$ cat config.mk
export PLATFORM = sky130hd
export DESIGN_NAME = page_translator
export DESIGN_NICKNAME = d
export VERILOG_FILES = /design/src/logic/cpu_pkg.sv /design/src/logic/word_ram.sv /design/src/logic/page_translator.sv
export VERILOG_INCLUDE_DIRS = /design/src /design/src/logic
export SDC_FILE = /design/constraint.sdc
export NUM_CORES = 1
export LEC_CHECK = 0
export BUFFER_PORTS_ARGS = -buffer_cell sky130_fd_sc_hd__buf_2
export CAP_MARGIN = 30
export CORE_MARGIN = 4
export CORE_UTILIZATION = 50
export CTS_BUF_LIST = sky130_fd_sc_hd__clkbuf_4 sky130_fd_sc_hd__clkbuf_8 sky130_fd_sc_hd__clkbuf_16
export CTS_CLUSTER_DIAMETER = 150
export DETAILED_ROUTE_END_ITERATION = 12
export GPL_TIMING_DRIVEN = 1
export PLACE_DENSITY = 0.7
export SETUP_SLACK_MARGIN = 0.15
export SYNTH_ARGS = -nofsm -noshare
export SYNTH_HDL_FRONTEND = slang
export SYNTH_HIERARCHICAL = 1
export SYNTH_SLANG_ARGS = --single-unit
$ cat constraint.sdc
create_clock -name clk -period 1.7 [get_ports clk]
set_clock_uncertainty 0.2 [all_clocks]
set_input_delay 0 -clock clk [delete_from_list [all_inputs] [get_ports clk]]
set_output_delay 0 -clock clk [all_outputs]
set_load 0.03 [all_outputs]
$ cat src/logic/cpu_macros.svh
`ifndef CPU_MACROS_SVH
`define CPU_MACROS_SVH

// data path and address widths
`define WORD_W 16
`define ADDR_W 16

`define REG_COUNT 32

// paging with one segment per page-table entry
`define PAGE_WORDS 64
`define SEG_COUNT 16
`define RAM_WORDS 1024

// first instruction and last fetchable address
`define PROGRAM_START 46
`define PROGRAM_LIMIT 62

`endif

$ cat src/logic/cpu_pkg.sv
`include "cpu_macros.svh"

package cpu_pkg;

  typedef logic [`WORD_W-1:0] word_t;
  typedef logic [`ADDR_W-1:0] addr_t;
  typedef logic [$clog2(`SEG_COUNT)-1:0] seg_t;
  typedef logic [$clog2(`REG_COUNT)-1:0] reg_idx_t;

  typedef enum logic [7:0] {
    OP_JMP       = 8'd1,
    OP_JMP_PLUS  = 8'd5,
    OP_JMP_MINUS = 8'd7,
    OP_RAM2REG   = 8'd9,
    OP_NUM2REG   = 8'd18,
    OP_REG_PLUS  = 8'd19,
    OP_REG_MINUS = 8'd20,
    OP_REG_MUL   = 8'd21,
    OP_REG_DIV   = 8'd22
  } opcode_e;

  typedef enum logic [2:0] {
    ERR_NONE           = 3'd0,
    ERR_WRONG_ADDRESS  = 3'd1,
    ERR_DIVIDE_BY_ZERO = 3'd2,
    ERR_WRONG_REG_NUM  = 3'd3,
    ERR_WRONG_OPCODE   = 3'd4
  } error_e;

  typedef enum logic [2:0] {
    ALU_ADD,
    ALU_SUB,
    ALU_MUL,
    ALU_DIV,
    ALU_SET
  } alu_op_e;

  // first word of every instruction
  typedef struct packed {
    opcode_e    opcode;
    logic [2:0] count_m1;  // registers in range minus one
    reg_idx_t   first_reg;
  } instr_t;

  typedef struct packed {
    alu_op_e  op;
    reg_idx_t first;
    reg_idx_t last;  // inclusive
    word_t    operand;
  } alu_req_t;

  typedef struct packed {
    seg_t       next;  // points to itself at the chain end
    logic [5:0] page;
    logic       used;
  } page_entry_t;

  typedef struct packed {
    logic  we;
    addr_t addr;
    word_t data;
  } word_load_t;

  typedef struct packed {
    logic        we;
    seg_t        index;
    page_entry_t entry;
  } page_load_t;

endpackage

$ cat src/logic/word_ram.sv
`timescale 1ns/10ps
`include "cpu_macros.svh"

module word_ram import cpu_pkg::*; #(
  parameter type payload_t = word_t,
  parameter int  DEPTH     = `RAM_WORDS
) (
  input  logic                              clk,
  input  logic [$bits(payload_t)+`ADDR_W:0] load,  // {we, addr, data}
  input  addr_t                             rd_addr,
  output payload_t                          rd_data
);

  localparam int IDX_W = $clog2(DEPTH);

  typedef struct packed {
    logic     we;
    addr_t    addr;
    payload_t data;
  } load_t;

  load_t    wr;
  payload_t mem [DEPTH];

  assign wr = load;

  always_ff @(posedge clk) begin
    if (wr.we) begin
      mem[wr.addr[IDX_W-1:0]] <= wr.data;
    end
    rd_data <= mem[rd_addr[IDX_W-1:0]];  // one cycle read latency
  end

  a_wr_in_range: assert property (@(posedge clk) wr.we |-> wr.addr < DEPTH)
    else $error("write address %0d beyond depth %0d", wr.addr, DEPTH);

endmodule

$ cat src/logic/page_translator.sv
`timescale 1ns/10ps
`include "cpu_macros.svh"

module page_translator import cpu_pkg::*; (
  input  logic       clk,
  input  logic       arst_n,
  input  logic       xlate_req,
  input  addr_t      xlate_addr,
  input  page_load_t page_load,
  output logic       xlate_done,
  output addr_t      xlate_paddr,
  output logic       xlate_fault
);

  localparam int OFS_W  = $clog2(`PAGE_WORDS);
  localparam int PAGE_W = `ADDR_W - OFS_W;

  typedef enum logic [1:0] {
    XL_IDLE,
    XL_HEAD,  // entry 0 on the table output
    XL_WALK   // entry cur_seg on the table output
  } xl_state_e;

  xl_state_e         state;
  logic [PAGE_W-1:0] page_q;
  logic [OFS_W-1:0]  offset_q;
  seg_t              cur_seg;
  addr_t             table_rd_addr;
  page_entry_t       entry;
  logic              hit;

  word_ram #(
    .payload_t(page_entry_t),
    .DEPTH    (`SEG_COUNT)
  ) page_table_i (
    .clk    (clk),
    .load   ({page_load.we, addr_t'(page_load.index), page_load.entry}),
    .rd_addr(table_rd_addr),
    .rd_data(entry)
  );

  // idle keeps the head entry on the output and later steps follow the chain
  assign table_rd_addr = (state == XL_IDLE) ? '0 : addr_t'(entry.next);
  assign hit = entry.used && (page_q == PAGE_W'(entry.page));

  always_ff @(posedge clk or negedge arst_n) begin
    if (!arst_n) begin
      state       <= XL_IDLE;
      page_q      <= '0;
      offset_q    <= '0;
      cur_seg     <= '0;
      xlate_done  <= 1'b0;
      xlate_fault <= 1'b0;
      xlate_paddr <= '0;
    end else begin
      xlate_done  <= 1'b0;
      xlate_fault <= 1'b0;
      case (state)
        XL_IDLE: begin
          if (xlate_req) begin
            page_q   <= xlate_addr[`ADDR_W-1:OFS_W];
            offset_q <= xlate_addr[OFS_W-1:0];
            if (xlate_addr[`ADDR_W-1:OFS_W] == '0) begin
              xlate_done  <= 1'b1;  // page 0 lives in segment 0
              xlate_paddr <= addr_t'(xlate_addr[OFS_W-1:0]);
            end else begin
              state <= XL_HEAD;
            end
          end
        end
        XL_HEAD: begin
          cur_seg <= entry.next;
          state   <= XL_WALK;
        end
        XL_WALK: begin
          if (hit) begin
            xlate_done  <= 1'b1;
            xlate_paddr <= addr_t'(cur_seg * `PAGE_WORDS + offset_q);
            state       <= XL_IDLE;
          end else if (entry.next == cur_seg) begin
            xlate_done  <= 1'b1;  // end of chain without a match
            xlate_fault <= 1'b1;
            state       <= XL_IDLE;
          end else begin
            cur_seg <= entry.next;
          end
        end
        default: state <= XL_IDLE;
      endcase
    end
  end

  a_no_req_in_walk: assert property (
    @(posedge clk) disable iff (!arst_n) xlate_req |-> state == XL_IDLE
  ) else $error("translation request during a chain walk");

endmodule

# After elaboration in Yosys (flattened, before gate mapping)
# Memories as Yosys holds them, arrays and structs flattened. A register that Yosys moved wholly into a read port is not among the register bits.
# Index checks and enable logic that the tools add are counted.
dict set report op_classes {
  muxes 22
  n_reduce_logical 9
  addsub 1
  eq_ne 11
}
# cell count
set op_table {}
lappend op_table {{$mux W16} 3}
lappend op_table {{$pmux W16 S2} 1}
lappend op_table {{$mux W4} 3}
lappend op_table {{$add A10 B6 Y11} 1}
lappend op_table {{$eq A10 B6 Y1} 1}
lappend op_table {{$logic_not A10 Y1} 1}
lappend op_table {{$ne A2 B2 Y1 const B} 5}
lappend op_table {{$mux W1} 8}
lappend op_table {{$mux W2} 4}
lappend op_table {{$pmux W4 S2} 1}
lappend op_table {{$pmux W2 S3} 1}
lappend op_table {{$reduce_and A3 Y1} 2}
lappend op_table {{$eq A4 B4 Y1} 1}
lappend op_table {{$reduce_and A4 Y1} 1}
lappend op_table {{$reduce_bool A2 Y1} 2}
lappend op_table {{$ne A3 B3 Y1 const B} 1}
lappend op_table {{$eq A2 B1 Y1 const B} 1}
lappend op_table {{$eq A2 B2 Y1 const B} 1}
lappend op_table {{$logic_not A2 Y1} 1}
lappend op_table {{$ne A2 B1 Y1 const B} 1}
lappend op_table {{$pmux W1 S2} 1}
lappend op_table {{$reduce_and A2 Y1} 1}
lappend op_table {{$logic_and A1 B1 Y1} 1}
dict set report totals {
  mem_bits_rw 176
  in_bits 35
  out_inout_bits 18
  memories 1
  reg_bits 40
  word_cells 51
}
# memory words width read_ports rd_ports_with_merged_regs wr line
set mem_list {}
lappend mem_list {page_table_i.mem 16 11 1 1 1 word_ram.sv:23} ;# payload_t mem [DEPTH];

# Logic depth before layout (Yosys ltp)
dict set report depth {
  word_depth 4
  mapped_depth 7
  ltp_nobuf 5
}

# Hierarchy
# Netlist, hierarchy kept.
# module area_per_inst_um2 instances cells_each seq_area_each_um2
set modules_own_cells {}
lappend modules_own_cells {word_ram 6998.0 1 305 5505.3}
lappend modules_own_cells {page_translator 1574.0 1 120 850.8}

# Worst setup path before layout
# No wires, ideal clock.
dict set report synth_path {
  path_type {register -> register}
  from {reg state[1]}
  to {reg, netlist name page_table_i/rd_data[3]}
  arrival_time_ns 1.605
  required_ns 1.380
  setup_time_ns 0.120
  stages_incl_launch_ff 8
  period_less_slack_ns 1.924
  setup_slack_ns -0.224
  path_buffers 2
  path_cell_list {dfrtp_1 > nor2_1 > nor2b_1 > buf_6 > buf_6 > mux4_2 > a22oi_1 > nand2_1}
}
dict set report synth_via {
  elab_chain_len 2
}
# element line
set synth_lines {}
lappend synth_lines {{from (decl)} page_translator.sv:24} ;# xl_state_e state;
lappend synth_lines {{from (signal assigned)} page_translator.sv:48} ;# state <= XL_IDLE;
lappend synth_lines {{from (signal assigned)} page_translator.sv:67} ;# state <= XL_HEAD;
lappend synth_lines {{from (signal assigned)} page_translator.sv:73} ;# state <= XL_WALK;
lappend synth_lines {{$logic_not A2 Y1} page_translator.sv:43} ;# assign table_rd_addr = (state == XL_IDLE) ? '0 : addr_t'(entry.next);
lappend synth_lines {{$mux W4} page_translator.sv:43}
lappend synth_lines {{via table_rd_addr[0]} page_translator.sv:28} ;# addr_t table_rd_addr;
# The timed path passes the listed nets, and every way through them passes these cells.
# A chain may end at the register's enable or synchronous reset.

# Worst setup path in the final report
dict set report layout_path {
  from {reg page_q[5]}
  to {reg xlate_paddr[2]}
}
dict set report layout_via {
  elab_chain_len 4
}
# element line
set layout_lines {}
lappend layout_lines {{from (decl)} page_translator.sv:25} ;# logic [PAGE_W-1:0] page_q;
lappend layout_lines {{from (signal assigned)} page_translator.sv:61} ;# page_q <= xlate_addr[`ADDR_W-1:OFS_W];
lappend layout_lines {{$eq A10 B6 Y1} page_translator.sv:44} ;# assign hit = entry.used && (page_q == PAGE_W'(entry.page));
lappend layout_lines {{$logic_and A1 B1 Y1} page_translator.sv:44}
lappend layout_lines {{$ne A2 B2 Y1 (no line)} --}
lappend layout_lines {{$reduce_and A4 Y1 (no line)} --}
lappend layout_lines {{to (signal assigned)} page_translator.sv:65} ;# xlate_paddr <= addr_t'(xlate_addr[OFS_W-1:0]);
lappend layout_lines {{to (signal assigned)} page_translator.sv:78} ;# xlate_paddr <= addr_t'(cur_seg * `PAGE_WORDS + offset_q);
lappend layout_lines {{to (decl)} page_translator.sv:11} ;# output addr_t xlate_paddr,
# No other way between the ends.

==> flow_summary.toml <==
[min_path]
hp-start = "page_load[13]"
holdPathEnd = "page_table_i/mem[15][9]"
hold_class = "input pin to flop"
hold_depth = 4

[job]
maxCapViolCount = 0

[timing]
max_slew_margin = 0.500
worstMarginPinSlew_ps = 751
finalHoldViolCount = 5
slew_violations = 0
clock.fmax_mhz = 486
final.period_utilization = 1.21
rsz0062_at_grt = "yes"
whs_ps = -3.70
finalCriticalPeriod_ps = 2060
setup_viol = 29
fin_setup_tns_ps = -7730
layout_setup_ws_ps = -356

[clock_tree]
root_buffer = "clkbuf_16"
worstSkewPairLatency_ps = 510
cts_buffers = 23
clk_path_buf_depth = 3
clock-sinks = 221
clkTransAtPathRegs_ps = 60
htreeDepth = 1
cts_tree = "built"

[global_routing]
grt_max_degree = 35
antenna_found_initial = 0
grt_pass1_vias = 4965
grt_overflow = 0
grt_first_pass_wirelength_um = 28800
grt_usage = 0.192

[critical_path]
critical_path.cell_chain = "xor2_1 > nor4_2 > and3_4 > or2b_4 > o221a_4"
required_ps = 1900
cp.arrival_ps = 2250
cp_slowest_cell = "dfrtp_1"
worstSetupPathType = "flop to flop"
cp-end-kind = "flop"
critPathMaxFanout = 5
r2r-end = "xlate_paddr[2]"
startpoint_type = "flop"
reg2reg_from = "page_q[5]"
regToRegSetupSlack_ps = -360
path_buf_inv = 0
crit_family = "simple AND/OR/NAND/NOR gates"
r2r_cells = 5
slowest_delay_ps = 380

[finish]
fillerInstances = 1082
final_common_cell = "edfxtp_1"
post_route_cells_drive_above_1_share = 0.474
final_util = 0.676
syn_to_final_growth_pct = 31.7
nNetsFinal = 644
final_cell_mix = "edfxtp_1 (176), buf_4 (65), buf_2 (46), mux4_2 (41), dlygate4sd3_1 (36)"
antennaDiodeCount = 0

[routing]
wire_per_inst_um = 22.2
highest_layer = "met4"
wl_met2_um = 9250
first_iter_violations = 343
drt-total-wl_um = 18800
wl_met3_um = 1170
first_pass_iters = 4
met1_length_um = 7990
via_per_inst = 5.60
drcViolationCount = 0
vias = 4734
postRouteAntennaNets = 0

[floorplanning]
core-area_mm2 = 0.0167
boundaryPins = 53
chipWidth_um = 139
die_h_um = 139
die_area_mm2 = 0.0193
rows = 47
start_util = 0.513

[synthesis]
synth_top_area_cell = "edfxtp_1"
syn_area_mm2 = 0.00857
synthTopCellsByArea = "edfxtp_1 (62%), dfrtp_1 (9.9%), mux4_2 (7.4%)"
async_flop_share = 0.154
synth_enable_flop_cells = 176
ys_warn_count = 6
ys_ff_latch = 221
syn_area_per_cell_um2 = 20.2
synth_cell_types = 44
netlist.area_leader.share = 0.617
yosysSeqAreaShare = 0.741
synth_ff_type = "edfxtp_1"
synthCells = 425

[power]
p_leak_nw = 4.14
power.density_mw_per_mm2 = 1540
vdd_drop_max_uv = 1040

[place]
place_ws_ps = -438
globalplace.congestion = 0.780
dp_hpwl_um = 11400
port_buffers = 46

[status]
violations = "negative hold slack, negative setup slack"
status = "complete, but fails checks"
-- worst max path at each step --
| stage | start | endpoint | slack (ps) | cells after the start |
|---|---|---|---|---|
| 2_1_floorplan | state[0] | page_table_i/rd_data[3] | -190 | 7 |
| 3_3_place_gp | state[0] | page_table_i/rd_data[7] | -400 | 7 |
| 3_5_place_dp | state[0] | page_table_i/rd_data[7] | -440 | 7 |
| 4_1_cts | state[0] | page_table_i/rd_data[7] | -340 | 7 |
| 5_1_grt | state[1] | page_table_i/rd_data[0] | -410 | 8 |
| 6_report | page_q[5] | xlate_paddr[2] | -360 | 5 |
-- state kept, by name (all words and copies together) (netlist names) --
register	count
page_q	10
page_table_i/rd_data	11
page_table_i/mem	176
cur_seg	4
state	2
offset_q	6
xlate_fault	1
xlate_paddr	10
xlate_done	1
-- what timing repair did --
action                     CTS  global route
gates cloned                 1             2
resized for setup           50            23
hold endpoints to repair   305            23
pin swaps                   12            14
setup buffers               10            12
hold buffers                35            11
setup endpoints to repair   44            89
-- worst reg2reg max path: cells and delay by family (launching register included) --
kind / cells / cell delay [ps]
flip-flops: 1 / 380
AO/OA/AOI/OAI: 1 / 270
AND/OR/NAND/NOR: 3 / 940
XOR/XNOR: 1 / 150
-- synthesized netlist by cell type (all sizes together) (3+ instances only) --
cell and number:
buf 17, nand2 14, a22o 4, and2 3
edfxtp 176, a22oi 22, nor4 4, clkbuf 5
dfxtp 11, dfrtp 34, xor2 10, mux2 20
nor3 5, mux4 44, o221a 5, or2 5
nand2b 5, nor2b 7, nor2 16
-- routing by layer --
layer,vias to the layer above,global-route usage
li1,2084,-
met1,2455,0.273
met2,162,0.313
met3,33,0.0341
met4,0,0.0494
met5,-,0
-- power breakdown --
part / internal (mW) / leakage (nW) / switching (mW)
Combinational: 3.20 / 1.63 / 2.38
Sequential: 6.39 / 2.11 / 0.379
Clock: 3.05 / 0.394 / 2.00
Total: 12.6 / 4.14 / 4.76
-- per-stage QoR --
stage | area (um2) | total power [mW] | instances
finish | 11300 | 17.4 | 846
detailed placement | 9630 | 11.4 | 743
global route | 11300 | 18.2 | 846
global placement | 9630 | 11.3 | 743
CTS | 11100 | 17.1 | 831
floorplan | 8640 | 9.74 | 430
-- area by class of cell --
class / count / area (um2) / share of cell area
clock inverters: 9 / 114 / 0.0101
flip-flops and latches: 221 / 6360 / 0.563
multi-input cells: 186 / 2360 / 0.209
inverters: 2 / 7.51 / 0.000665
repair buffers: 175 / 1520 / 0.134
clock buffers: 33 / 663 / 0.0587
well taps: 220 / 275 / 0.0244
-- logic make-up after synthesis --
family          synth area share
mux                        0.149
xor+xnor                  0.0102
compound gates            0.0330
flops                      0.741
buf+inv                   0.0193
simple gates              0.0467
other cells             0.000437
Note: power is estimated with default switching activity, not from simulation.
