`config.mk`:
```
export PLATFORM = sky130hd
export DESIGN_NAME = instr_sequencer
export DESIGN_NICKNAME = d
export VERILOG_FILES = /design/src/logic/cpu_pkg.sv /design/src/logic/instr_sequencer.sv
export VERILOG_INCLUDE_DIRS = /design/src /design/src/logic
export SDC_FILE = /design/constraint.sdc
export NUM_CORES = 1
export LEC_CHECK = 0
export BUFFER_PORTS_ARGS = -buffer_cell sky130_fd_sc_hd__buf_2
export CORE_MARGIN = 2
export CORE_UTILIZATION = 25
export CTS_CLUSTER_SIZE = 30
export DETAILED_ROUTE_END_ITERATION = 8
export GPL_TIMING_DRIVEN = 0
export SYNTH_ARGS = -nofsm -noshare
export SYNTH_HDL_FRONTEND = slang
export SYNTH_SLANG_ARGS = --single-unit
export TNS_END_PERCENT = 20
```
`constraint.sdc`:
```
create_clock -name clk -period 4.3 [get_ports clk]
set_clock_uncertainty 0.2 [all_clocks]
set_input_delay 0.645 -clock clk [delete_from_list [all_inputs] [get_ports clk]]
set_output_delay 0.645 -clock clk [all_outputs]
set_load 0.1 [all_outputs]
```
`src/logic/cpu_macros.svh`:
```
`ifndef CPU_MACROS_SVH
`define CPU_MACROS_SVH

// data path and address widths
`define WORD_W 16
`define ADDR_W 16

`define REG_COUNT 32

// paging with one segment per page-table entry
`define PAGE_WORDS 64
`define SEG_COUNT 16
`define RAM_WORDS 1024

// first instruction and last fetchable address
`define PROGRAM_START 46
`define PROGRAM_LIMIT 62

`endif

```
`src/logic/cpu_pkg.sv`:
```
`include "cpu_macros.svh"

package cpu_pkg;

  typedef logic [`WORD_W-1:0] word_t;
  typedef logic [`ADDR_W-1:0] addr_t;
  typedef logic [$clog2(`SEG_COUNT)-1:0] seg_t;
  typedef logic [$clog2(`REG_COUNT)-1:0] reg_idx_t;

  typedef enum logic [7:0] {
    OP_JMP       = 8'd1,
    OP_JMP_PLUS  = 8'd5,
    OP_JMP_MINUS = 8'd7,
    OP_RAM2REG   = 8'd9,
    OP_NUM2REG   = 8'd18,
    OP_REG_PLUS  = 8'd19,
    OP_REG_MINUS = 8'd20,
    OP_REG_MUL   = 8'd21,
    OP_REG_DIV   = 8'd22
  } opcode_e;

  typedef enum logic [2:0] {
    ERR_NONE           = 3'd0,
    ERR_WRONG_ADDRESS  = 3'd1,
    ERR_DIVIDE_BY_ZERO = 3'd2,
    ERR_WRONG_REG_NUM  = 3'd3,
    ERR_WRONG_OPCODE   = 3'd4
  } error_e;

  typedef enum logic [2:0] {
    ALU_ADD,
    ALU_SUB,
    ALU_MUL,
    ALU_DIV,
    ALU_SET
  } alu_op_e;

  // first word of every instruction
  typedef struct packed {
    opcode_e    opcode;
    logic [2:0] count_m1;  // registers in range minus one
    reg_idx_t   first_reg;
  } instr_t;

  typedef struct packed {
    alu_op_e  op;
    reg_idx_t first;
    reg_idx_t last;  // inclusive
    word_t    operand;
  } alu_req_t;

  typedef struct packed {
    seg_t       next;  // points to itself at the chain end
    logic [5:0] page;
    logic       used;
  } page_entry_t;

  typedef struct packed {
    logic  we;
    addr_t addr;
    word_t data;
  } word_load_t;

  typedef struct packed {
    logic        we;
    seg_t        index;
    page_entry_t entry;
  } page_load_t;

endpackage

```
`src/logic/instr_sequencer.sv`:
```
`timescale 1ns/10ps
`include "cpu_macros.svh"

module instr_sequencer import cpu_pkg::*; (
  input  logic     clk,
  input  logic     arst_n,
  input  logic     run,
  input  logic     xlate_done,
  input  addr_t    xlate_paddr,
  input  logic     xlate_fault,
  input  word_t    rd_data,
  output logic     xlate_req,
  output addr_t    xlate_addr,
  output addr_t    rd_addr,
  output logic     alu_valid,
  output alu_req_t alu_req,
  output logic     halted,
  output error_e   error_code
);

  typedef enum logic [3:0] {
    S_IDLE,
    S_FETCH,  // limit check and first-word request
    S_XL1,
    S_RD1,
    S_XL2,
    S_EXEC,
    S_LXL,    // translating a load source word
    S_LRD,
    S_HALT
  } seq_state_e;

  seq_state_e                   state;
  addr_t                        pc;  // address of the current instruction
  instr_t                       instr_q;
  addr_t                        load_addr;
  reg_idx_t                     load_reg;
  logic [$clog2(`REG_COUNT):0]  range_end;
  logic                         range_bad;
  logic [`ADDR_W:0]             back_pc;
  logic                         back_bad;

  function automatic alu_op_e alu_op_of(opcode_e op);
    case (op)
      OP_REG_PLUS:  return ALU_ADD;
      OP_REG_MINUS: return ALU_SUB;
      OP_REG_MUL:   return ALU_MUL;
      OP_REG_DIV:   return ALU_DIV;
      default:      return ALU_SET;
    endcase
  endfunction

  assign range_end = {1'b0, instr_q.first_reg} + instr_q.count_m1;
  assign range_bad = range_end >= `REG_COUNT;
  assign back_pc   = {1'b0, pc} - {rd_data, 1'b0};
  assign back_bad  = back_pc[`ADDR_W] || back_pc < `PROGRAM_START;  // borrow or below start

  // the translator holds its last physical address between requests
  assign rd_addr = xlate_paddr;
  assign halted  = (state == S_HALT);

  always_ff @(posedge clk or negedge arst_n) begin
    if (!arst_n) begin
      state      <= S_IDLE;
      pc         <= addr_t'(`PROGRAM_START);
      instr_q    <= '0;
      load_addr  <= '0;
      load_reg   <= '0;
      xlate_req  <= 1'b0;
      xlate_addr <= '0;
      alu_valid  <= 1'b0;
      alu_req    <= '0;
      error_code <= ERR_NONE;
    end else begin
      xlate_req <= 1'b0;
      alu_valid <= 1'b0;
      case (state)
        S_IDLE: if (run) state <= S_FETCH;
        S_FETCH: begin
          if (pc > `PROGRAM_LIMIT) begin
            state <= S_HALT;  // normal end of program
          end else begin
            xlate_req  <= 1'b1;
            xlate_addr <= pc;
            state      <= S_XL1;
          end
        end
        S_XL1, S_XL2, S_LXL: begin
          if (xlate_done && xlate_fault) begin
            error_code <= ERR_WRONG_ADDRESS;
            state      <= S_HALT;
          end else if (xlate_done) begin
            state <= (state == S_XL1) ? S_RD1 : (state == S_XL2) ? S_EXEC : S_LRD;
          end
        end
        S_RD1: begin
          instr_q    <= rd_data;
          xlate_req  <= 1'b1;
          xlate_addr <= pc + addr_t'(1);
          state      <= S_XL2;
        end
        S_EXEC: begin
          state <= S_FETCH;  // most opcodes go straight to the next fetch
          case (instr_q.opcode)
            OP_JMP: begin
              if (rd_data[0]) begin
                error_code <= ERR_WRONG_ADDRESS;
                state      <= S_HALT;
              end else begin
                pc <= rd_data;
              end
            end
            OP_JMP_PLUS: pc <= pc + {rd_data[`WORD_W-2:0], 1'b0};
            OP_JMP_MINUS: begin
              if (back_bad) begin
                error_code <= ERR_WRONG_ADDRESS;
                state      <= S_HALT;
              end else begin
                pc <= back_pc[`ADDR_W-1:0];
              end
            end
            OP_RAM2REG: begin
              if (range_bad) begin
                error_code <= ERR_WRONG_REG_NUM;
                state      <= S_HALT;
              end else begin
                load_addr  <= rd_data;
                load_reg   <= instr_q.first_reg;
                xlate_req  <= 1'b1;
                xlate_addr <= rd_data;
                state      <= S_LXL;
              end
            end
            OP_NUM2REG, OP_REG_PLUS, OP_REG_MINUS, OP_REG_MUL, OP_REG_DIV: begin
              if (range_bad) begin
                error_code <= ERR_WRONG_REG_NUM;
                state      <= S_HALT;
              end else if (instr_q.opcode == OP_REG_DIV && rd_data == '0) begin
                error_code <= ERR_DIVIDE_BY_ZERO;
                state      <= S_HALT;
              end else begin
                alu_valid       <= 1'b1;
                alu_req.op      <= alu_op_of(instr_q.opcode);
                alu_req.first   <= instr_q.first_reg;
                alu_req.last    <= range_end[$clog2(`REG_COUNT)-1:0];
                alu_req.operand <= rd_data;
                pc              <= pc + addr_t'(2);
              end
            end
            default: begin
              error_code <= ERR_WRONG_OPCODE;
              state      <= S_HALT;
            end
          endcase
        end
        S_LRD: begin
          alu_valid       <= 1'b1;  // single-register set
          alu_req.op      <= ALU_SET;
          alu_req.first   <= load_reg;
          alu_req.last    <= load_reg;
          alu_req.operand <= rd_data;
          if (load_reg == range_end[$clog2(`REG_COUNT)-1:0]) begin
            pc    <= pc + addr_t'(2);
            state <= S_FETCH;
          end else begin
            load_reg   <= load_reg + 1'b1;
            load_addr  <= load_addr + addr_t'(1);
            xlate_req  <= 1'b1;
            xlate_addr <= load_addr + addr_t'(1);
            state      <= S_LXL;
          end
        end
        default: state <= S_HALT;  // S_HALT holds until reset
      endcase
    end
  end

  // translator answers only while a request is outstanding
  a_done_expected: assert property (
    @(posedge clk) disable iff (!arst_n)
    xlate_done |-> state inside {S_XL1, S_XL2, S_LXL}
  ) else $error("unexpected translation done");

endmodule

```
---- Yosys cells after proc, flatten, opt, wreduce, memory -nomap -nowiden ----
Cells that the tools add are included.
Widths: inputs -> output; s select.
word-level totals
  register bits after elaboration ......... 107
  input bits .............................. 37
  logic and storage cells ................. 132
operators by class
  $add $sub $neg .......................... 7
  order comparisons ....................... 3
  eq/ne operators ......................... 38
  mux-type cells .......................... 53
  reductions and logical operators ........ 16
operators with widths
  cell                   number
  $mux 16                9
  $pmux 16 s4            2
  $mux 29                3
  $pmux 16 s2            2
  $pmux 29 s2            1
  $eq 8x5->1 const B     5
  $mux 4                 9
  $add 16x1->16 const B  2
  $mux 3                 8
  $ne 3x3->1 const B     8
  $pmux 4 s6             1
  $pmux 4 s5             1
  $ne 2x2->1 const B     9
  $lt 17x6->1 const B    1
  $sub 16x17->17         1
  $add 16x16->16         1
  $add 16x2->16 const B  1
  $eq 4x3->1 const B     4
  $eq 8x3->1 const B     2
  $gt 16x6->1 const B    1
  $logic_not 16->1       1
  $mux 5                 3
  $pmux 3 s5             1
  $reduce_and 7->1       2
  29 further kinds       39

---- Logic depth before layout (Yosys ltp) ----
Gate-level depths: netlist (run 1).
  depth after elaboration ................. 6
  gate-level depth with buffers ........... 14
  gate-level depth less buffers ........... 13

---- Least setup slack after synthesis (run 1) ----
Ideal clock, no wire load.
  path kind ............................... register to output
  from .................................... register state[1]
  to ...................................... output port halted
  arrival ................................. 3.973 ns
  required time ........................... 3.455 ns
  slack ................................... -0.518 ns
  stages on the path, launching flop included .. 4
  path buffers ............................ 2
  path through ............................ dfrtp_1 > clkbuf_1 > buf_1 > nor4b_1
between the ends
  cells in the longest elaborated chain, start to end .. 1
ends and longest elaborated chain
  item                    RTL line               RTL
  from (decl)             instr_sequencer.sv:33  seq_state_e state;
  from (signal assigned)  instr_sequencer.sv:93  state <= (state == S_XL1) ? S_RD1 : (state == S_XL2) ? S_EXEC : S_LRD;
  $eq 4x4->1              instr_sequencer.sv:60  assign halted = (state == S_HALT);
  to (decl)               instr_sequencer.sv:17  output logic halted,
No other way between the ends.

---- Worst setup path in the final report (run 1) ----
  from .................................... register pc[1]
  to ...................................... register pc[12]
between the ends
  cells in the longest elaborated chain, start to end .. 5
  elaborated cells on any way between the ends .. 13
  those cells by class .................... 3 x add/sub; 1 x order compare; 1 x eq/ne; 6 x mux; 2 x reduce/logical
ends and longest elaborated chain
  item                                                       RTL line                                                               RTL
  from (decl)                                                instr_sequencer.sv:34                                                  addr_t pc;
  from (signal assigned)                                     instr_sequencer.sv:65                                                  pc <= addr_t'(`PROGRAM_START);
  from (signal assigned)                                     instr_sequencer.sv:110                                                 pc <= rd_data;
  from (signal assigned)                                     instr_sequencer.sv:113                                                 OP_JMP_PLUS: pc <= pc + {rd_data[`WORD_W-2:0], 1'b0};
  $sub 16x17->17 or $add 16x2->16 (tied branches)            instr_sequencer.sv:55, instr_sequencer.sv:147, instr_sequencer.sv:163
  $lt 17x6->1 (no line) or $mux 16 (tied branches)           -
  $logic_or 1x1->1 (no line) or $mux 16 (tied branches)      -
  $ne 3x3->1 (no line) or $pmux 16 s4 (tied branches)        -
  $reduce_and 7->1 (no line) or $pmux 16 s2 (tied branches)  -
Parallel ways exist; a longest one is shown, timed or not. The select of a mux whose other input is x is not followed.
A chain may end at the register's enable or synchronous reset.

==> results.rst, run 1 <==
.. list-table::
   :header-rows: 1

   * - Metric
     - Value
   * - Post-synthesis instance area
     - 7970 um^2
   * - Critical path's largest stage delay
     - 630 ps
   * - CTS max path bufs
     - 2
   * - Initial cell density of the core
     - 25.3%
   * - Achievable frequency
     - 242 MHz
   * - R2R depth
     - 13
   * - First-pass GRT wire length
     - 44000 um
   * - Nets in the synthesized netlist
     - 1016
   * - Most frequent standard cell in the layout excluding fill and tap cells
     - sky130_fd_sc_hd__nor2_1
   * - Placer congestion estimate
     - 0.929
   * - Post-detailed-placement cell area
     - 8940 um^2
   * - Worst reg-to-reg setup slack
     - 170 ps
   * - Post-layout minimum cycle time
     - 4130 ps
   * - Grt ovf
     - 0
   * - Max FFs per register
     - 29
   * - Die Wd
     - 182 um
   * - CP Capture Type
     - flop
   * - Critical path's slowest cell
     - sky130_fd_sc_hd__dfstp_2
   * - Layout overhead on the synthesized area
     - 16.3%
   * - Die area
     - 33300 um^2
   * - Via count of the first global-routing pass
     - 7463
   * - Clock tree from TritonCTS
     - yes
   * - Area share of the largest cell type after synthesis
     - 32.0%
   * - Cell taking the most area after synthesis
     - sky130_fd_sc_hd__dfrtp_1
   * - Run status
     - finished clean
   * - Cell chain of the critical path
     - inv_1 -> ha_1 -> fa_1 -> nor2b_4 -> o2111ai_2 -> and4b_1 -> o31a_1 -> xnor2_1 -> or3_4 -> or4_4 -> a31oi_4 -> o21ai_1 -> o21ai_1
   * - Synthesis warning total
     - 0
   * - Largest register by flop count
     - alu_req
   * - End-of-flow core utilization
     - 29.4%
   * - Max-slew violation count
     - 0
   * - 1st-pass router iterations
     - 5
   * - Number of fillers in the final layout
     - 3347
   * - RSZ-0062 raised after global routing
     - no
   * - Worst skew pair latency
     - 370 ps
   * - Antenna violations before repair
     - 0
   * - Total power density per cell area
     - 227 nW/um^2
   * - Top-Level Pins
     - 104
   * - Cell variety after synth
     - 87
   * - Worst min-delay path class
     - input port to async pin
   * - Top cells by area in the synthesized netlist
     - sky130_fd_sc_hd__dfrtp_1 (32%), sky130_fd_sc_hd__a21oi_1 (5.8%), sky130_fd_sc_hd__ha_1 (5.5%), sky130_fd_sc_hd__nor2_1 (5.5%), sky130_fd_sc_hd__mux2_2 (4.1%)
   * - Std-Cell Rows
     - 65
   * - Clock tree root buffer cell
     - sky130_fd_sc_hd__clkbuf_16
   * - Pin count of the biggest net entering global routing
     - 67
   * - Peak ir drop on the vdd network
     - 0.167 mV
   * - Most instantiated flip-flop cell in the synthesis netlist
     - sky130_fd_sc_hd__dfrtp_1
   * - Drt total wl
     - 27700 um
   * - Headroom to the max-slew limit
     - 15.5%
   * - Drt drc
     - 0
   * - Sequential share of the synthesized area
     - 33.4%
   * - Clock sink count
     - 106
   * - Most common cell type on the critical path
     - sky130_fd_sc_hd__o21ai_1
   * - Max-cap violations
     - 0
   * - Net count reported at finish
     - 1116
   * - Average routed wire per standard cell
     - 19.1 um
   * - Overall fraction of global-route tracks in use
     - 16.9%
   * - CTS buffer count
     - 9
   * - Setup-failing EPs final
     - 0
   * - Clock Pin Slew Worst Setup and Hold Paths
     - 80 ps
   * - Fraction of layout cells with a size suffix above 1
     - 19.6%
   * - Count of flip-flops with a built-in enable after synthesis
     - 0
   * - Detailed placer's ending HPWL
     - 20700 um
   * - Post-synthesis sequential element count
     - 106
   * - Number of H-tree levels
     - 3
   * - Type of origin of the critical path
     - flop
   * - Input/output buffers
     - 87
   * - Actual transition at the worst max-transition pin
     - 1260 ps
   * - Placeable core region
     - 31500 um^2
   * - Launch point of the worst reg-to-reg path
     - pc[1]
   * - Antenna-violating nets left
     - 0
   * - Synth Area per Inst
     - 8.46 um^2
   * - Total vias in the final route
     - 7661
   * - Vias per cell
     - 5.29
   * - Proportion of register bits with asynchronous set or reset after synthesis
     - 100%
   * - Final hold vios
     - 0
   * - 1st-iter DRT viols
     - 602
   * - Final design area excluding fillers
     - 9260 um^2
   * - Leak pwr
     - 3.96 nW
   * - WP data required
     - 4390 ps
   * - Part of the cycle the worst path needs
     - 96.1%
   * - Worst Path Arrival
     - 4220 ps
   * - Terminus of the critical flop-to-flop path
     - pc[12]
   * - Commonest cells after routing, fill and taps aside
     - sky130_fd_sc_hd__nor2_1 (116), sky130_fd_sc_hd__dfrtp_1 (102), sky130_fd_sc_hd__buf_2 (98)
   * - Max FO, Critical Path
     - 8
   * - Floorplan die height
     - 182 um
   * - Synthesized netlist cell count
     - 941
   * - Classification of the worst setup path
     - flop to flop
routing by layer:
| layer | track usage (%) | vias up | wire (um) |
|---|---|---|---|
| met3 | 2.59 | 50 | 1510 |
| li1 | - | 3602 | - |
| met5 | 0 | - | 0 |
| met1 | 22.2 | 3737 | 12100 |
| met2 | 27.4 | 272 | 13000 |
| met4 | 7.45 | 0 | 1020 |
cell usage after synthesis, types with 6 or more instances:
library cell,count
sky130_fd_sc_hd__buf_4,17
sky130_fd_sc_hd__a22oi_1,10
sky130_fd_sc_hd__nand3_1,27
sky130_fd_sc_hd__mux2i_1,11
sky130_fd_sc_hd__o21ai_0,58
sky130_fd_sc_hd__clkbuf_1,35
sky130_fd_sc_hd__a21o_1,8
sky130_fd_sc_hd__a221oi_1,8
sky130_fd_sc_hd__mux2_2,29
sky130_fd_sc_hd__a31oi_1,9
sky130_fd_sc_hd__xnor2_1,30
sky130_fd_sc_hd__ha_1,35
sky130_fd_sc_hd__o22ai_1,11
sky130_fd_sc_hd__a211oi_1,17
sky130_fd_sc_hd__a21oi_1,92
sky130_fd_sc_hd__o21ai_1,9
sky130_fd_sc_hd__dfrtp_1,102
sky130_fd_sc_hd__nand2b_1,10
sky130_fd_sc_hd__inv_1,32
sky130_fd_sc_hd__or3_1,7
sky130_fd_sc_hd__and3_1,20
sky130_fd_sc_hd__nor4_1,9
sky130_fd_sc_hd__xor2_1,9
sky130_fd_sc_hd__nor3_1,17
sky130_fd_sc_hd__buf_2,12
sky130_fd_sc_hd__nor2_1,116
sky130_fd_sc_hd__nand2_1,71
sky130_fd_sc_hd__o221ai_1,6
sky130_fd_sc_hd__nor2b_1,8
per-stage QoR:
stage | TNS (ps) | setup WS, ps | hold slack [ps] | total power (W) | cells
floorplan | 0 | 589 | 149 | 0.00118 | 941
global placement | -379 | -87.5 | 265 | 0.00128 | 1430
detailed placement | -695 | -111 | 277 | 0.00128 | 1431
CTS | 0 | 72.5 | 110 | 0.00213 | 1447
global route | 0 | 2.56 | 133 | 0.00218 | 1448
finish | 0 | 169 | 92.5 | 0.00211 | 1449
worst max-delay path, delay by kind of cell, from the launching register on:
family	cells	cell delay [ps]
flip-flops	1	630
AO/OA/AOI/OAI	5	950
XOR/XNOR	1	150
adder cells (fa/ha/maj)	2	670
buffers and inverters	1	70
AND/OR/NAND/NOR	4	1400
repair_timing:
action | CTS | global route
buffers inserted | 0 | 1
hold buffers | 0 | 0
setup endpoints to repair | 0 | 11
resized for setup | 0 | 2
power by group:
part / switching (W) / total, W / internal (W)
Combinational: 0.000192 / 0.000264 / 0.0000715
Clock: 0.000423 / 0.000846 / 0.000422
Sequential: 0.000000542 / 0.000997 / 0.000997
how the worst max path moves through the flow:
stage | from | endpoint | slack, ps | cells after the start
2_1_floorplan | rd_data[0] | pc[12] | 590 | 12
3_3_place_gp | rd_data[0] | pc[8] | -90 | 13
3_5_place_dp | rd_data[0] | pc[8] | -110 | 13
4_1_cts | pc[1] | pc[8] | 70 | 13
5_1_grt | pc[1] | pc[13] | 3 | 14
6_report | pc[1] | pc[12] | 170 | 13
layout make-up:
cell class / instances / area [um^2] / share of cell area [%]
inverters: 32 / 120 / 1.30
flip-flops and latches: 106 / 2660 / 28.7
plain buffers: 70 / 368 / 3.97
multi-input cells: 733 / 4830 / 52.2
diodes: 1 / 2.50 / 0.0270
clock buffers: 10 / 239 / 2.58
repair buffers: 89 / 485 / 5.24
well taps: 402 / 503 / 5.43
clock inverters: 6 / 52.6 / 0.567
logic make-up after synthesis:
| kind of cell | Yosys count | synth area share, % |
|---|---|---|
| buf+inv | 102 | 6.08 |
| flops | 106 | 33.4 |
| simple gates | 323 | 19.9 |
| mux | 45 | 6.19 |
| xor+xnor | 41 | 4.70 |
| fa+ha+maj | 38 | 6.25 |
| compound gates | 286 | 23.5 |
Power figures use the tool's default switching activity.
==> inputs of run 2 (changes only) <==
--- a/config.mk
+++ b/config.mk
@@ -11,7 +11,7 @@
 export CORE_UTILIZATION = 25
 export CTS_CLUSTER_SIZE = 30
 export DETAILED_ROUTE_END_ITERATION = 8
-export GPL_TIMING_DRIVEN = 0
+export GPL_TIMING_DRIVEN = 1
 export SYNTH_ARGS = -nofsm -noshare
 export SYNTH_HDL_FRONTEND = slang
 export SYNTH_SLANG_ARGS = --single-unit
==> run 2 against run 1 <==
Net effect:
- worst hold slack improved by 190 ps
- worst setup slack improved by 110 ps
- critical path depth did not move
- core utilization fell by 0.42 points
- cell count fell by 3.0%
- largest cell class unchanged
- largest power group unchanged
- highest routed layer unchanged
==> results.rst, run 2 (synthesis gave the netlist of run 1 again) <==
.. list-table::
   :header-rows: 1

   * - Metric
     - Value
   * - Clock tree from TritonCTS
     - yes
   * - Setup crit start
     - pc[1]
   * - Max-slew violation count
     - 0 (unchanged)
   * - Cell chain of the critical path
     - inv_1 -> ha_1 -> fa_1 -> nor2b_4 -> o2111ai_2 -> and4b_1 -> o31a_1 -> xnor2_1 -> or3_4 -> o31ai_4 -> a21oi_2 -> nor2_4 -> o311ai_1
   * - Clock sink count
     - 106 (unchanged)
   * - Via count of the first global-routing pass
     - 7160 (-4.1%)
   * - Antenna violations before repair
     - 1 (+1)
   * - 1st-iter DRT viols
     - 770 (+28%)
   * - Switching share of total power
     - 27.4% (-1.8 points)
   * - Overall fraction of global-route tracks in use
     - 16.7% (-0.22 points)
   * - Run status
     - finished clean
   * - Worst reg-to-reg setup slack
     - 280 ps (+110 ps)
   * - Top metal layer carrying routed signals
     - met4
   * - Placer congestion estimate
     - 0.908 (-2.2%)
   * - Number of fillers in the final layout
     - 3335 (-0.36%)
   * - Max FO, Critical Path
     - 10 (+2)
   * - Setup-failing EPs final
     - 0 (unchanged)
   * - Detailed-routed wire length on met3
     - 1350 um (-10%)
   * - Die area
     - 33300 um^2 (unchanged)
   * - Final hold vios
     - 0 (unchanged)
   * - CP Capture Type
     - flop
   * - Critical path's largest stage delay
     - 580 ps (-50 ps)
   * - Commonest cells after routing, fill and taps aside
     - sky130_fd_sc_hd__nor2_1 (115), sky130_fd_sc_hd__dfrtp_1 (102), sky130_fd_sc_hd__a21oi_1 (91)
   * - Classification of the worst setup path
     - flop to flop
   * - Type of origin of the critical path
     - flop
   * - Grt ovf
     - 0 (unchanged)
   * - Most frequent standard cell in the layout excluding fill and tap cells
     - sky130_fd_sc_hd__nor2_1
   * - R2R depth
     - 13 (unchanged)
   * - Drt drc
     - 0 (unchanged)
   * - Worst skew pair latency
     - 370 ps (about the same)
   * - Worst Path Arrival
     - 4040 ps (-180 ps)
   * - Routed length on met1
     - 12200 um (+0.53%)
   * - Max FFs per register
     - 29 (unchanged)
   * - Antenna Diode Count
     - 0 (-1)
   * - CTS max path bufs
     - 2 (unchanged)
   * - Std-Cell Rows
     - 65 (unchanged)
   * - Worst min-delay path class
     - input port to async pin
   * - Clock Pin Slew Worst Setup and Hold Paths
     - 80 ps (about the same)
   * - Leak pwr
     - 3.90 nW (-1.5%)
   * - Hold bufs inserted after CTS
     - 0 (unchanged)
   * - Launch point of the worst reg-to-reg path
     - pc[1]
   * - Endpoint of the most critical setup path
     - pc[8]
   * - Pin count of the biggest net entering global routing
     - 83 (+24%)
   * - Worst Path Buf+Inv
     - 1 (unchanged)
   * - Clk network pwr share
     - 42.8% (+2.7 points)
   * - Part of the cycle the worst path needs
     - 93.6% (-2.5 points)
   * - Routed length on met2
     - 13200 um (+1.4%)
   * - 1st-pass router iterations
     - 7 (+2)
   * - Terminus of the critical flop-to-flop path
     - pc[8]
   * - Vias per cell
     - 5.29 (about the same)
   * - Clock tree root buffer cell
     - sky130_fd_sc_hd__clkbuf_16
   * - Initial cell density of the core
     - 25.3% (unchanged)
   * - Achievable frequency
     - 249 MHz (+2.7%)
   * - Largest register by flop count
     - alu_req
   * - Post-layout minimum cycle time
     - 4020 ps (-107 ps)
   * - Average routed wire per standard cell
     - 19.7 um (+3.3%)
   * - Critical path's slowest cell
     - sky130_fd_sc_hd__dfstp_2
   * - Input/output buffers
     - 71 (-18%)
   * - Family with the most delay on the worst path
     - compound AO/OA/AOI/OAI gates
   * - Final-layout setup total negative slack
     - 0 ps (unchanged)
   * - Placeable core region
     - 31500 um^2 (unchanged)
   * - Actual transition at the worst max-transition pin
     - 1120 ps (-140 ps)
   * - RSZ-0062 raised after global routing
     - no
   * - Max-cap violations
     - 0 (unchanged)
   * - Combinational power share
     - 9.8% (-2.7 points)
   * - Post-layout power
     - 0.00210 W (-0.21%)
   * - Top-Level Pins
     - 104 (unchanged)
   * - WP data required
     - 4310 ps (-80 ps)
   * - Headroom to the max-slew limit
     - 25.4% (+10 points)
   * - Portion of total power attributed to sequential cells
     - 47.5% (+0.2 points)
   * - Net count reported at finish
     - 1073 (-3.9%)
   * - Drt total wl
     - 27700 um (+0.14%)
   * - Total power density per cell area
     - 230 nW/um^2 (+1.2%)
   * - Total vias in the final route
     - 7435 (-3.0%)
   * - CTS buffer count
     - 9 (unchanged)
   * - Floorplan die height
     - 182 um (unchanged)
   * - Die Wd
     - 182 um (unchanged)
   * - First-pass GRT wire length
     - 43100 um (-2.0%)
   * - Peak ir drop on the vdd network
     - 0.164 mV (-1.7%)
   * - Number of H-tree levels
     - 3 (unchanged)
   * - P_sw
     - 0.000576 W (-6.5%)
   * - Fraction of layout cells with a size suffix above 1
     - 20.1% (+0.54 points)
   * - Detailed placer's ending HPWL
     - 20700 um (about the same)
   * - Number of gates resized after CTS
     - 0 (unchanged)
   * - Critical Path Stages
     - 13 (unchanged)
   * - Antenna-violating nets left
     - 0 (unchanged)
   * - Layout overhead on the synthesized area
     - 14.6%
   * - Power Internal
     - 0.00153 W (+2.4%)
   * - Post-CTS setup repair buffer count
     - 0 (unchanged)
==> run 2: how the worst min path moves through the flow <==
stage | startpoint | end | slack (ps) | cells after the start
floorplan | arst_n | alu_req[0] | 150 | 0
detailed placement | alu_req[13] | alu_req[13] | 270 | 1
CTS | alu_req[13] | alu_req[13] | 290 | 1
global route | alu_req[11] | alu_req[11] | 310 | 1
global placement | alu_req[13] | alu_req[13] | 270 | 1
finish | arst_n | instr_q[5] | 290 | 1
==> run 2: per-layer routing <==
metal	track usage [%]	vias to the layer above
met3	2.02	61
met2	28.0	276
met5	0	-
met4	6.45	0
li1	-	3509
met1	21.8	3589
==> run 2: power by group through the flow <==
| stage | Sequential, W | Combinational, W | Clock, W |
|---|---|---|---|
| finish | 0.000998 | 0.000205 | 0.000899 |
| global route | 0.000998 | 0.000220 | 0.000946 |
| CTS | 0.000998 | 0.000203 | 0.000909 |
| detailed placement | 0.00102 | 0.000203 | 0 |
| global placement | 0.00102 | 0.000203 | 0 |
| floorplan | 0.00102 | 0.000160 | 0 |
==> run 2: cell type report <==
class | instances | area [um^2] | area share, %
Tap cell | 402 | 503 | 5.51
Inverter | 32 | 120 | 1.32
Timing Repair Buffer | 116 | 696 | 7.62
Multi-Input combinational cell | 733 | 4840 | 53.0
Clock buffer | 9 | 225 | 2.47
Clock inverter | 7 | 88.8 | 0.973
Sequential cell | 106 | 2660 | 29.1
==> run 2: worst reg2reg max path: stages (launching register included) <==
cell and delay (ps):
sky130_fd_sc_hd__dfstp_2 580, sky130_fd_sc_hd__inv_1 50, sky130_fd_sc_hd__ha_1 200, sky130_fd_sc_hd__fa_1 460, sky130_fd_sc_hd__nor2b_4 170, sky130_fd_sc_hd__o2111ai_2 210
sky130_fd_sc_hd__and4b_1 270, sky130_fd_sc_hd__o31a_1 250, sky130_fd_sc_hd__xnor2_1 150, sky130_fd_sc_hd__or3_4 410, sky130_fd_sc_hd__o31ai_4 370, sky130_fd_sc_hd__a21oi_2 170
sky130_fd_sc_hd__nor2_4 250, sky130_fd_sc_hd__o311ai_1 150
==> run 2: stage by stage <==
stage / hold WS (ps) / utilization [%] / setup slack (ps) / cells / instance area (um^2)
after floorplan: 149 / - / 589 / 941 / 7970
after CTS: 292 / 29.0 / 234 / 1405 / 9130
after global placement: 265 / 28.0 / 137 / 1389 / 8810
final: 285 / 29.0 / 276 / 1405 / 9130
after detailed placement: 274 / 28.0 / 104 / 1389 / 8810
after global routing: 310 / 29.0 / 68.3 / 1405 / 9130
